==> config.mk <==
export PLATFORM = sky130hd
export DESIGN_NAME = gs_fsm
export DESIGN_NICKNAME = d
export VERILOG_FILES = /design/src/gs_pkg.sv /design/src/gs_fsm.sv
export SDC_FILE = /design/constraint.sdc
export NUM_CORES = 1
export LEC_CHECK = 0
export BUFFER_PORTS_ARGS = -buffer_cell sky130_fd_sc_hd__clkbuf_2
export CAP_MARGIN = 40
export CORE_AREA = 2 2 87 89
export DETAILED_ROUTE_END_ITERATION = 10
export DIE_AREA = 0 0 89 91
export MAX_ROUTING_LAYER = met4
export PLACE_DENSITY = 0.55
export SLEW_MARGIN = 30
export SYNTH_ARGS = -nofsm -noshare
export SYNTH_HDL_FRONTEND = slang
export SYNTH_SLANG_ARGS = --single-unit
==> constraint.sdc <==
create_clock -name clk_i -period 2.8 [get_ports clk_i]
set_input_delay 0.14 -clock clk_i [delete_from_list [all_inputs] [get_ports clk_i]]
set_output_delay 0.14 -clock clk_i [all_outputs]
set_load 0.05 [all_outputs]
==> src/gs_pkg.sv <==
/*
  shared widths, request address map and encodings of the gather-scatter tile
  imported by every design module and by the testbench
*/
package gs_pkg;

  localparam int data_width_lp = 32;
  localparam int req_addr_width_lp = 10;
  localparam int dmem_els_lp = 256;
  localparam int dmem_addr_width_lp = 8;
  localparam int len_width_lp = 9;
  localparam int src_width_lp = 4;
  localparam int wakeup_addr_width_lp = 10;
  localparam int id_els_lp = 8;
  localparam int id_width_lp = 3;

  // request word addresses
  localparam logic [req_addr_width_lp-1:0] run_addr_lp = 10'h000;
  localparam logic [req_addr_width_lp-1:0] len_addr_lp = 10'h001;
  localparam logic [req_addr_width_lp-1:0] stride_addr_lp = 10'h002;
  localparam logic [req_addr_width_lp-1:0] base_addr_lp = 10'h003;
  // data memory window is 0x100 to 0x1ff
  localparam logic [req_addr_width_lp-1:0] dmem_base_lp = 10'h100;

  localparam logic [data_width_lp-1:0] invalid_data_lp = 32'hDEADBEEF;

  // run fsm states
  localparam logic [1:0] st_idle_lp = 2'd0;
  localparam logic [1:0] st_gather_lp = 2'd1;
  localparam logic [1:0] st_scatter_lp = 2'd2;
  localparam logic [1:0] st_wakeup_lp = 2'd3;

  typedef enum logic [1:0] {
    op_load = 2'd0,
    op_store = 2'd1,
    op_wakeup = 2'd2
  } gs_op_e;

  // request data, seen as a plain word or as a run command
  typedef union packed {
    logic [data_width_lp-1:0] raw;
    struct packed {
      logic scatter_not_gather;
      logic [data_width_lp-wakeup_addr_width_lp-2:0] rsvd;
      logic [wakeup_addr_width_lp-1:0] wakeup_addr;
    } run;
  } gs_word_u;

endpackage

==> src/gs_fsm.sv <==
/*
  run control of the engine: request decode and response, gather and
  scatter sequencing, returned load writeback and the final wakeup store
*/
`timescale 1ns/1ns

module gs_fsm import gs_pkg::*; (
  input  logic                          clk_i,
  input  logic                          reset_i,
  // request and response
  input  logic                          req_v_i,
  input  logic                          req_we_i,
  input  logic [req_addr_width_lp-1:0]  req_addr_i,
  input  gs_word_u                      req_data_i,
  output logic                          req_yumi_o,
  output logic                          resp_v_o,
  output logic [data_width_lp-1:0]      resp_data_o,
  // outbound and return
  output logic                          out_v_o,
  output gs_op_e                        out_op_o,
  output logic [id_width_lp-1:0]        out_id_o,
  input  logic                          out_ready_i,
  input  logic                          ret_v_i,
  input  logic [data_width_lp-1:0]      ret_data_i,
  // csr
  output logic                          len_we_o,
  output logic                          stride_we_o,
  output logic                          base_we_o,
  output logic                          run_we_o,
  output logic                          scatter_o,
  // counter
  output logic                          clear_o,
  output logic                          up_o,
  input  logic [len_width_lp-1:0]       count_i,
  input  logic                          last_i,
  // tag tracker
  output logic                          alloc_yumi_o,
  input  logic [id_width_lp-1:0]        alloc_id_i,
  input  logic                          alloc_v_i,
  input  logic                          all_free_i,
  input  logic [dmem_addr_width_lp-1:0] ret_dest_i,
  // data memory
  output logic                          dmem_v_o,
  output logic                          dmem_w_o,
  output logic [dmem_addr_width_lp-1:0] dmem_addr_o,
  output logic [data_width_lp-1:0]      dmem_data_o,
  input  logic [data_width_lp-1:0]      dmem_rdata_i
);

  logic [1:0] state_r, state_n;
  logic send_zero_r, send_zero_n;
  logic send_invalid_r, send_invalid_n;
  logic send_dmem_r, send_dmem_n;
  // prefetched scatter word is the final element
  logic final_r, final_n;
  logic is_run, is_len, is_stride, is_base, is_dmem;

  assign is_run = (req_addr_i == run_addr_lp);
  assign is_len = (req_addr_i == len_addr_lp);
  assign is_stride = (req_addr_i == stride_addr_lp);
  assign is_base = (req_addr_i == base_addr_lp);
  assign is_dmem = (req_addr_i[req_addr_width_lp-1:dmem_addr_width_lp]
                    == dmem_base_lp[req_addr_width_lp-1:dmem_addr_width_lp]);

  always_comb begin
    state_n = state_r;
    final_n = final_r;
    send_zero_n = 1'b0;
    send_invalid_n = 1'b0;
    send_dmem_n = 1'b0;
    req_yumi_o = 1'b0;
    len_we_o = 1'b0;
    stride_we_o = 1'b0;
    base_we_o = 1'b0;
    run_we_o = 1'b0;
    clear_o = 1'b0;
    up_o = 1'b0;
    alloc_yumi_o = 1'b0;
    out_v_o = 1'b0;
    out_op_o = op_load;
    out_id_o = '0;
    dmem_v_o = 1'b0;
    dmem_w_o = 1'b0;
    dmem_addr_o = '0;
    dmem_data_o = '0;

    case (state_r)
      st_idle_lp: begin
        // counter rests at zero between runs
        clear_o = 1'b1;
        req_yumi_o = req_v_i;
        if (req_v_i) begin
          if (req_we_i) begin
            send_zero_n = 1'b1;
            len_we_o = is_len;
            stride_we_o = is_stride;
            base_we_o = is_base;
            if (is_run) begin
              run_we_o = 1'b1;
              final_n = last_i;
              if (req_data_i.run.scatter_not_gather) begin
                // fetch word 0 ahead of the first store
                up_o = 1'b1;
                dmem_v_o = 1'b1;
                state_n = st_scatter_lp;
              end else begin
                state_n = st_gather_lp;
              end
            end else if (is_dmem) begin
              dmem_v_o = 1'b1;
              dmem_w_o = 1'b1;
              dmem_addr_o = req_addr_i[dmem_addr_width_lp-1:0];
              dmem_data_o = req_data_i.raw;
            end
          end else if (is_dmem) begin
            send_dmem_n = 1'b1;
            dmem_v_o = 1'b1;
            dmem_addr_o = req_addr_i[dmem_addr_width_lp-1:0];
          end else begin
            send_invalid_n = 1'b1;
          end
        end
      end

      st_gather_lp: begin
        out_v_o = alloc_v_i;
        out_op_o = op_load;
        out_id_o = alloc_id_i;
        alloc_yumi_o = alloc_v_i & out_ready_i;
        up_o = alloc_yumi_o;
        if (alloc_yumi_o & last_i) begin
          state_n = st_wakeup_lp;
        end
      end

      st_scatter_lp: begin
        out_v_o = 1'b1;
        out_op_o = op_store;
        if (out_ready_i) begin
          if (final_r) begin
            state_n = st_wakeup_lp;
          end else begin
            dmem_v_o = 1'b1;
            dmem_addr_o = count_i[dmem_addr_width_lp-1:0];
            up_o = 1'b1;
            final_n = last_i;
          end
        end
      end

      default: begin
        // wakeup waits for every gather load to come back
        clear_o = 1'b1;
        out_v_o = all_free_i;
        out_op_o = op_wakeup;
        if (all_free_i & out_ready_i) begin
          state_n = st_idle_lp;
        end
      end
    endcase

    // returned loads land at the index recorded for their tag
    if (ret_v_i & ((state_r == st_gather_lp) | (state_r == st_wakeup_lp))) begin
      dmem_v_o = 1'b1;
      dmem_w_o = 1'b1;
      dmem_addr_o = ret_dest_i;
      dmem_data_o = ret_data_i;
    end
  end

  always_ff @(posedge clk_i) begin
    if (reset_i) begin
      state_r <= st_idle_lp;
      final_r <= 1'b0;
      send_zero_r <= 1'b0;
      send_invalid_r <= 1'b0;
      send_dmem_r <= 1'b0;
    end else begin
      state_r <= state_n;
      final_r <= final_n;
      send_zero_r <= send_zero_n;
      send_invalid_r <= send_invalid_n;
      send_dmem_r <= send_dmem_n;
    end
  end

  assign scatter_o = (state_r == st_scatter_lp);

  assign resp_v_o = send_zero_r | send_invalid_r | send_dmem_r;
  assign resp_data_o = send_dmem_r ? dmem_rdata_i
                     : send_invalid_r ? invalid_data_lp
                     : '0;

endmodule

# After elaboration in Yosys (flattened, before gate mapping)
# Index checks and enable logic that the tools add are counted.
# word_totals
regBits,6
wordCells,107
out_inout_bits,90
input_bits,135
# classes
n_eq_ne,13
n_bitwise,9
mux,70
reduce_logical,10
# ops
cell,n
$mux 32,8
$mux 8,7
$mux 1,39
$eq 10x2->1 const B,2
$mux 2,8
$pmux 8 s2,1
$eq 10x1->1 const B,1
$logic_not 10->1,1
$ne 2x2->1 const B,5
$reduce_and 7->1,1
$pmux 1 s3,2
$pmux 2 s3,1
$reduce_and 5->1,1
$and 1x1->1,4
$eq 2x1->1 const B,2
$eq 2x2->1 const B,2
$pmux 1 s2,2
$pmux 2 s2,1
$reduce_bool 4->1,1
$reduce_or 2->1,2
$reduce_or 4->1,1
$mux 3,1
$or 1x1->1,3
$reduce_or 3->1,1
other kinds (4),5

# Longest topological paths before layout
# Gate-level depths: netlist of run 1.
# depth
word_depth,7
mapped_depth,7

# Least setup slack after synthesis of run 1
# No wires, ideal clock.
# synth_path
path_kind,flip-flop to output port
from,reg state_r[0]
to,out dmem_addr_o[0]
t_required_ns,2.660
arrival_ns,2.854
path_stages_with_launch,8
path_slack_ns,-0.194
path_cell_list,dfxtp_1 -> inv_1 -> ha_1 -> and2_1 -> and2_1 -> clkbuf_1 -> a22oi_1 -> o21ai_0
# synth_via
elab_chain_len,4
# synth_lines
item,line_no,source
start: declaration,gs_fsm.sv:50,"logic [1:0] state_r, state_n;"
start signal: assignment,gs_fsm.sv:173,state_r <= st_idle_lp;
start signal: assignment,gs_fsm.sv:179,state_r <= state_n;
$eq 2x1->1 or $eq 2x2->1 (tied branches),gs_fsm.sv:163,if (ret_v_i & ((state_r == st_gather_lp) | (state_r == st_wakeup_lp))) begin
$or 1x1->1,gs_fsm.sv:163,
$and 1x1->1,gs_fsm.sv:163,
$mux 8 *,gs_fsm.sv:163,
end: declaration,gs_fsm.sv:45,"output logic [dmem_addr_width_lp-1:0] dmem_addr_o,"
# Every way passes the cells marked *; elsewhere a longest branch is shown, timed or not.

# Worst setup path after layout of run 1
# layout_path
from,reg state_r[1]
to,out dmem_addr_o[4]
# The elaborated chain is that of the path after synthesis.

==> results of run 1 <==
## stage by stage
stage / worst slack [ns] / area [sq um]
floorplan: 0.182 / 1260
global route: 0.255 / 2520
CTS: 0.402 / 2510
detailed placement: 0.648 / 2470
global placement: 0.702 / 2470
finish: 0.447 / 2520
## area by class of cell
cell class / instances / share of cell area [%]
repair buffers: 229 / 46.2
inverters: 4 / 0.596
multi-input cells: 172 / 41.9
well taps: 99 / 4.91
clock buffers: 3 / 1.64
flip-flops and latches: 6 / 4.76
## metal layers
metal | vias to the layer above | part of all wire [%]
met3 | 2 | 8.5
met5 | - | 0
met1 | 997 | 40
li1 | 1142 | -
met4 | 0 | 0.21
met2 | 125 | 52
## power by group through the flow
stage	Sequential [W]	Clock (W)	Combinational (W)
floorplan	0.000125	0	0.00127
global placement	0.000129	0	0.00161
detailed placement	0.000129	0	0.00162
CTS	0.000128	0.000131	0.00163
global route	0.000133	0.000136	0.00172
finish	0.000128	0.000129	0.00162
## worst max-delay path, cell delays in order (launching register included)
cell,delay (ns)
dfxtp_1,0.32
inv_1,0.10
ha_1,0.34
and2_1,0.21
and2_1,0.39
a22oi_1,0.16
o21ai_1,0.15
clkbuf_2,0.31
## Yosys cell counts, drive strengths merged (3+ instances only)
| cell type | n | share of area (%) |
|---|---|---|
| a21oi | 3 | 1.2 |
| a22o | 32 | 22 |
| a22oi | 8 | 4.8 |
| and2 | 14 | 7.0 |
| clkbuf | 17 | 5.1 |
| dfxtp | 6 | 9.5 |
| ha | 4 | 4.0 |
| inv | 4 | 1.2 |
| nand2 | 64 | 19 |
| nand2b | 3 | 1.5 |
| nand3 | 3 | 1.6 |
| nor2 | 9 | 2.7 |
| o21ai | 11 | 4.4 |
## worst paths after layout
kind                    endpoint  slack (ns)  cells past startpoint
setup / recovery  dmem_addr_o[4]        0.45                      7
hold / removal    send_invalid_r        0.17                      2
setup reg to reg     send_dmem_r        1.12                      5
hold reg to reg       state_r[0]        0.53                      2
## registers in the layout, summed over array words and instances, names as in the netlist
| signal | cells |
|---|---|
| send_dmem_r | 1 |
| state_r | 2 |
| final_r | 1 |
| send_invalid_r | 1 |
| send_zero_r | 1 |
## kinds of logic after synthesis
logic type | synth area share, %
adder cells (fa/ha/maj) | 3.98
AO/OA/AOI/OAI | 39.4
flip-flops | 9.54
buffers and inverters | 6.86
multiplexers | 0.795
AND/OR/NAND/NOR | 39.5
==> flow_metrics.py, run 1 <==
metrics = {
    "grt": {
        "use_met1_pct": 16.7,
        "grt_max_degree": 35,
        "overflow": 0,
        "busiest_layer": "met2",
        "grt_pass1_vias": 2056,
        "use_met3_pct": 2.82,
        "antenna_found_initial": 0,
        "met2_usage_pct": 29.2,
        "grt_pass1_wl_mm": 9.69,
        "grt_usage_pct": 15.3,
    },
    "floorplanning": {
        "core_area_sq_um": 7140,
        "ioPinCount": 225,
        "initial_core_util_pct": 17.6,
        "die_y_microns": 91,
        "die_area_sq_um": 8100,
        "die_w_microns": 89,
        "row_count": 31,
    },
    "timing": {
        "fmax_mhz": 425,
        "whs_ns": 0.170,
        "worstMarginPinSlew_ns": 0.409,
        "skew_ns": 0.00300,
        "timing_hold_violations_final": 0,
        "setup_viol_count_final": 0,
        "rsz0062_at_grt": "no",
        "finalCritPeriodShare_pct": 84.0,
        "drv_slew": 0,
        "final.min_clock_period_ns": 2.35,
        "tns_ns": 0,
        "relSlewSlack_pct": 72.8,
    },
    "clocking": {
        "clock_latency_ns": 0.22,
        "cts_resized": 0,
        "root_buffer": "clkbuf_8",
        "cts_tree": "built",
        "cts_made_buffers": 3,
        "htreeDepth": 1,
        "clock-sinks": 6,
        "hold_buffers": 0,
        "cts_setup_buffers": 0,
        "cts_buffer_depth": 2,
        "clk_pin_slew_ns": 0.04,
    },
    "min_path": {
        "hold_class": "in -> reg",
        "hold_start": "req_we_i",
    },
    "yosys": {
        "postSynthCellCount": 200,
        "synth-seq-cells": 6,
        "synth_edf_count": 0,
        "synth-seq-area-share_pct": 9.54,
        "synthesis.area_sq_um": 1260,
        "syn_avg_cell_area_sq_um": 6.29,
        "synth-async-reset-ratio_pct": 0,
        "synth_ff_type": "dfxtp_1",
        "synth.distinct_cells": 33,
        "ys_warn_count": 0,
        "syn-num-nets": 339,
    },
    "critical_path": {
        "worstPathMaxFanout": 10,
        "endpoint_kind": "output pin",
        "r2r_start": "state_r[1]",
        "crit_required_ns": 2.66,
        "critPathLaunch": "state_r[1]",
        "start_kind": "register",
        "crit_arrival_ns": 2.21,
        "criticalPathCategory": "reg -> out",
    },
    "cells_and_area": {
        "n_fill_cell": 834,
        "multi_input_area_sq_um": 1060,
        "ff_latch_area_sq_um": 120,
        "fin_cells": 513,
        "diodes": 0,
        "final_common_cell": "clkbuf_2",
        "mostFrequentLayoutCells": "clkbuf_2 (223), nand2_1 (64), a22o_1 (32), and2_1 (14)",
        "fin_nets": 555,
        "layout-drive-gt1-share_pct": 58.0,
        "utilization_pct": 35.3,
        "synthToLayoutAreaGrowth_pct": 100,
    },
    "routing": {
        "routedWlPerCell_microns": 13.0,
        "final_antenna_net_count": 0,
        "drt_wl_total_mm": 6.69,
        "drt_pass1_iterations": 4,
        "vias": 2266,
        "drt_iter0_drc": 31,
        "route.detailed.drc": 0,
        "viasPerCell": 4.42,
    },
    "placed_design": {
        "gp_congestion": 0.791,
        "placed_cells": 509,
        "dpl.hpwl_mm": 5.86,
        "io_buffers": 223,
    },
    "pwr": {
        "pwr-share-seq_pct": 6.8,
        "netSwitchingFraction_pct": 66.5,
        "p_comb_share_pct": 86.3,
        "pwr-share-clk_pct": 6.9,
        "p_switching_w": 0.00125,
        "p_int_w": 0.000627,
        "powerDensity_nw_per_um2": 743,
        "peakVddDrop_v": 0.000289,
        "p_leak_nw": 1.58,
        "power_w": 0.00187,
    },
    "job": {
        "cap_violations": 0,
    },
    "status": {
        "run_status": "completed",
    },
}
No activity file was read; power rests on OpenSTA's default activity.
==> run 2, diff against run 1 <==
==> constraint.sdc (replaced) <==
create_clock -name clk_i -period 2.47 [get_ports clk_i]
set_input_delay 0.1235 -clock clk_i [delete_from_list [all_inputs] [get_ports clk_i]]
set_output_delay 0.1235 -clock clk_i [all_outputs]
set_load 0.05 [all_outputs]
==> run 2 against run 1 <==
Against the previous run:
- sequential share of layout area shrank 0.056 points
- largest cell class unchanged
- critical path depth is the same
- sequential power grew 15%
- critical path type unchanged
- clock-buffer cell count is the same
- highest routed layer unchanged
- cell count is the same
- worst setup slack lost 0.28 ns
- register-to-register slack lost 0.34 ns
- utilization grew 0.42 points
- design area grew 1.2%
==> flow_metrics.py, run 2 (synthesized netlist as in run 1, its figures left out) <==
metrics = {
    "critical_path": {
        "worstPathMaxFanout": 10,
        "endpoint_kind": "output pin",
        "start_kind": "register",
        "crit_arrival_ns": 2.18,
        "criticalPathCategory": "reg -> out",
        "crit_required_ns": 2.35,
    },
    "cells_and_area": {
        "layout-drive-gt1-share_pct": 60.1,
        "final_common_cell": "clkbuf_2",
        "fin_cells": 513,
        "synthToLayoutAreaGrowth_pct": 103,
        "largest_reg_flops": 2,
        "fin_nets": 555,
        "diodes": 0,
        "largest_register": "state_r",
        "mostFrequentLayoutCells": "clkbuf_2 (223), nand2_1 (64), a22o_1 (32), and2_1 (14)",
    },
    "placed_design": {
        "gp_congestion": 0.824,
        "placed_cells": 510,
        "dpl.hpwl_mm": 5.55,
        "io_buffers": 223,
        "place_ws_ns": 0.410,
    },
    "routing": {
        "route.detailed.drc": 0,
        "drt_pass1_iterations": 4,
        "drt_iter0_drc": 57,
        "vias": 2252,
        "final_antenna_net_count": 0,
        "viasPerCell": 4.39,
        "routedWlPerCell_microns": 12.3,
        "drt_wl_total_mm": 6.31,
    },
    "clocking": {
        "cts_buffer_depth": 2,
        "htreeDepth": 1,
        "clock_latency_ns": 0.22,
        "cts_made_buffers": 3,
        "cts_resized": 0,
        "cts_setup_buffers": 0,
        "clk_pin_slew_ns": 0.03,
        "clock-sinks": 6,
        "hold_buffers": 0,
        "cts_tree": "built",
        "root_buffer": "clkbuf_8",
    },
    "min_path": {
        "hold_class": "in -> reg",
    },
    "pwr": {
        "p_leak_nw": 1.59,
        "powerDensity_nw_per_um2": 834,
        "peakVddDrop_v": 0.000285,
    },
    "job": {
        "cap_violations": 0,
    },
    "timing": {
        "worstMarginPinSlew_ns": 0.414,
        "finalCritPeriodShare_pct": 93.2,
        "layout_setup_ws_ns": 0.168,
        "skew_ns": 0.000722,
        "rsz0062_at_grt": "no",
        "relSlewSlack_pct": 72.4,
        "tns_ns": 0,
        "timing_hold_violations_final": 0,
        "final.min_clock_period_ns": 2.30,
        "fmax_mhz": 434,
        "drv_slew": 0,
        "setup_viol_count_final": 0,
    },
    "floorplanning": {
        "ioPinCount": 225,
        "die_area_sq_um": 8100,
        "row_count": 31,
        "die_y_microns": 91,
        "initial_core_util_pct": 17.6,
        "core_area_sq_um": 7140,
        "die_w_microns": 89,
    },
    "grt": {
        "use_met3_pct": 1.64,
        "antenna_found_initial": 0,
        "grt_usage_pct": 14.4,
        "grt_pass1_wl_mm": 9.20,
        "grt_max_degree": 35,
        "met2_usage_pct": 27.5,
        "overflow": 0,
        "grt_pass1_vias": 1967,
        "use_met1_pct": 15.9,
        "busiest_layer": "met2",
    },
    "status": {
        "run_status": "completed",
    },
}
==> run 2: routing by layer <==
metal,up-vias,wire [microns]
met5,-,0
met4,0,22
met3,4,587
met2,132,3230
met1,973,2470
li1,1143,-
==> run 2: worst paths after layout <==
kind	from	endpoint	slack, ns	cells after the start
max	state_r[1]	dmem_addr_o[0]	0.17	7
min	req_we_i	send_dmem_r	0.15	2
max reg2reg	state_r[1]	final_r	0.78	6
min reg2reg	state_r[0]	state_r[0]	0.55	2
==> run 2: power by group <==
part / total, W / leakage [nW] / switching, W / internal, W
combinational: 0.00184 / 1.52 / 0.00135 / 0.000490
clock: 0.000141 / 0.0216 / 0.0000370 / 0.000104
sequential: 0.000147 / 0.0487 / 0.0000219 / 0.000125
==> run 2: layout make-up <==
type,instances,area [sq um]
fill,825,4590
timing repair buffer,229,1160
multi-input combinational,172,1090
tap,99,124
sequential,6,120
clock buffer,3,41.3
inverter,4,15.0
==> run 2: worst max-delay path: stages (launching register included) <==
cell      delay (ns)
dfxtp_1         0.32
inv_1           0.10
ha_1            0.34
and2_1          0.21
and2_1          0.39
a22oi_1         0.17
o21ai_2         0.14
clkbuf_2        0.29
==> run 2: through the flow <==
stage	hold WS, ns	util (%)	total power [W]	instance area, sq um
global route	0.146	35.7	0.00227	2550
finish	0.153	35.7	0.00213	2550
floorplan	0.200	-	0.00161	1290
detailed placement	0.365	35.2	0.00200	2510
CTS	0.139	35.7	0.00215	2550
global placement	0.357	35.2	0.00199	2510
==> run 3, diff against run 2 <==
==> constraint.sdc (replaced) <==
create_clock -name clk_i -period 2.2 [get_ports clk_i]
set_input_delay 0.11 -clock clk_i [delete_from_list [all_inputs] [get_ports clk_i]]
set_output_delay 0.11 -clock clk_i [all_outputs]
set_load 0.05 [all_outputs]
==> run 3 against run 2 <==
Against the previous run:
- non-clock buffer count up 2
- hold slack worse by 0.012 ns
- critical path depth unchanged
- cell count up 0.39%
- utilization up 2.2 points
- clock power up 16%
- register-to-register slack worse by 0.19 ns
- first-iteration DRC count down 30%
- global-route usage up 0.49 points
- largest cell class unchanged
- die area unchanged
- routed wire length up 1.5%
- via count up 1.4%
==> flow_metrics.py, run 3 (synthesized netlist as in run 1, its figures left out) <==
metrics = {
    "status": {
        "run_status": "completed",
    },
    "routing": {
        "route.detailed.drc": 0,
        "routedWlPerCell_microns": 12.4,
        "drt_iter0_drc": 40,
        "drt_pass1_iterations": 4,
        "drt_wl_total_mm": 6.40,
        "final_antenna_net_count": 0,
        "vias": 2283,
        "viasPerCell": 4.43,
    },
    "clocking": {
        "clock_latency_ns": 0.22,
        "clock-sinks": 6,
        "cts_tree": "built",
        "cts_buffer_depth": 2,
        "clk_pin_slew_ns": 0.04,
        "htreeDepth": 1,
        "cts_setup_buffers": 0,
        "root_buffer": "clkbuf_8",
        "cts_made_buffers": 3,
    },
    "timing": {
        "skew_ns": 0.00114,
        "tns_ns": 0,
        "relSlewSlack_pct": 79.4,
        "worstMarginPinSlew_ns": 0.310,
        "fmax_mhz": 489,
        "timing_hold_violations_final": 0,
        "final.min_clock_period_ns": 2.05,
        "drv_slew": 0,
        "finalCritPeriodShare_pct": 93.0,
        "setup_viol_count_final": 0,
        "layout_setup_ws_ns": 0.153,
    },
    "placed_design": {
        "gp_congestion": 0.767,
        "dpl.hpwl_mm": 5.68,
        "place_ws_ns": 0.208,
        "place_area_sq_um": 2550,
        "io_buffers": 223,
        "placed_cells": 511,
    },
    "grt": {
        "grt_max_degree": 34,
        "grt_pass1_wl_mm": 9.47,
        "grt_usage_pct": 14.8,
        "grt_pass1_vias": 2042,
        "overflow": 0,
        "antenna_found_initial": 0,
    },
    "critical_path": {
        "crit_arrival_ns": 1.94,
        "start_kind": "register",
        "slowest_delay_ns": 0.38,
        "cpMostUsedCell": "and2_2",
        "critPathSlowestCell": "dfxtp_1",
        "criticalPathCategory": "reg -> out",
        "endpoint_kind": "output pin",
        "critical_path.top_delay_family": "simple AND/OR/NAND/NOR gates",
        "cp_num_buf_inv": 2,
        "path_cells": "inv_1 -> ha_2 -> and2_2 -> and2_2 -> a22oi_1 -> o21ai_2 -> clkbuf_2",
        "crit_required_ns": 2.09,
        "worstPathMaxFanout": 10,
    },
    "floorplanning": {
        "initial_core_util_pct": 17.6,
        "die_w_microns": 89,
        "ioPinCount": 225,
        "die_area_sq_um": 8100,
        "core_area_sq_um": 7140,
        "row_count": 31,
        "die_y_microns": 91,
    },
    "pwr": {
        "peakVddDrop_v": 0.000403,
        "p_leak_nw": 1.63,
        "powerDensity_nw_per_um2": 921,
    },
    "cells_and_area": {
        "layout-drive-gt1-share_pct": 66.3,
        "largest_register": "state_r",
        "largest_reg_flops": 2,
        "final_area_sq_um": 2710,
        "mostFrequentLayoutCells": "clkbuf_2 (189), nand2_1 (64), clkbuf_4 (33), a22o_2 (20)",
        "fin_nets": 557,
        "fin_cells": 515,
        "diodes": 0,
        "utilization_pct": 38.0,
        "synthToLayoutAreaGrowth_pct": 115,
        "final_common_cell": "clkbuf_2",
    },
    "job": {
        "cap_violations": 0,
    },
    "min_path": {
        "hold_class": "in -> reg",
    },
}
[run 3: changes by cell type in the layout (fill, tap and decap cells not counted), sizes merged]
cell / change
buf: +3
clkbuf: -1
[run 3: worst paths after layout]
check | start | endpoint | slack, ns | cells past startpoint
worst max-delay path | state_r[0] | dmem_addr_o[1] | 0.15 | 7
worst min-delay path | req_we_i | send_dmem_r | 0.14 | 2
worst max register to register | state_r[0] | state_r[1] | 0.59 | 6
worst min register to register | state_r[0] | state_r[0] | 0.53 | 2
[run 3: layout make-up]
type                            count  area [sq um]
Clock buffer                        3          41.3
Fill cell                         827          4430
Inverter                            4          15.0
Multi-Input combinational cell    172          1140
Sequential cell                     6           120
Tap cell                           99           124
Timing Repair Buffer              231          1270
[run 3: report_power, final]
| group | total, W | internal, W | switching, W |
|---|---|---|---|
| Combinational | 0.00217 | 0.000640 | 0.00153 |
| Clock | 0.000164 | 0.000117 | 0.0000466 |
| Sequential | 0.000165 | 0.000140 | 0.0000251 |
| Total | 0.00250 | 0.000898 | 0.00160 |
[run 3: layer usage]
metal	global-route usage [%]	part of all wire [%]	up-vias
met5	-	0	-
met4	2.49	0.31	0
met3	1.91	8.5	2
met2	28.2	52	127
met1	16.3	39	1002
li1	-	-	1152
[run 3: through the flow]
step                      power, W  hold WS, ns
after global routing       0.00266        0.149
after global placement     0.00227        0.358
final                      0.00250        0.140
after floorplan            0.00183        0.186
after CTS                  0.00246        0.131
after detailed placement   0.00229        0.358
[run 3: what timing repair did]
item                       in CTS  in global routing
setup endpoints to repair       2                 46
hold buffers                    0                  0
pin swaps                       0                  2
gates resized for setup         1                 72
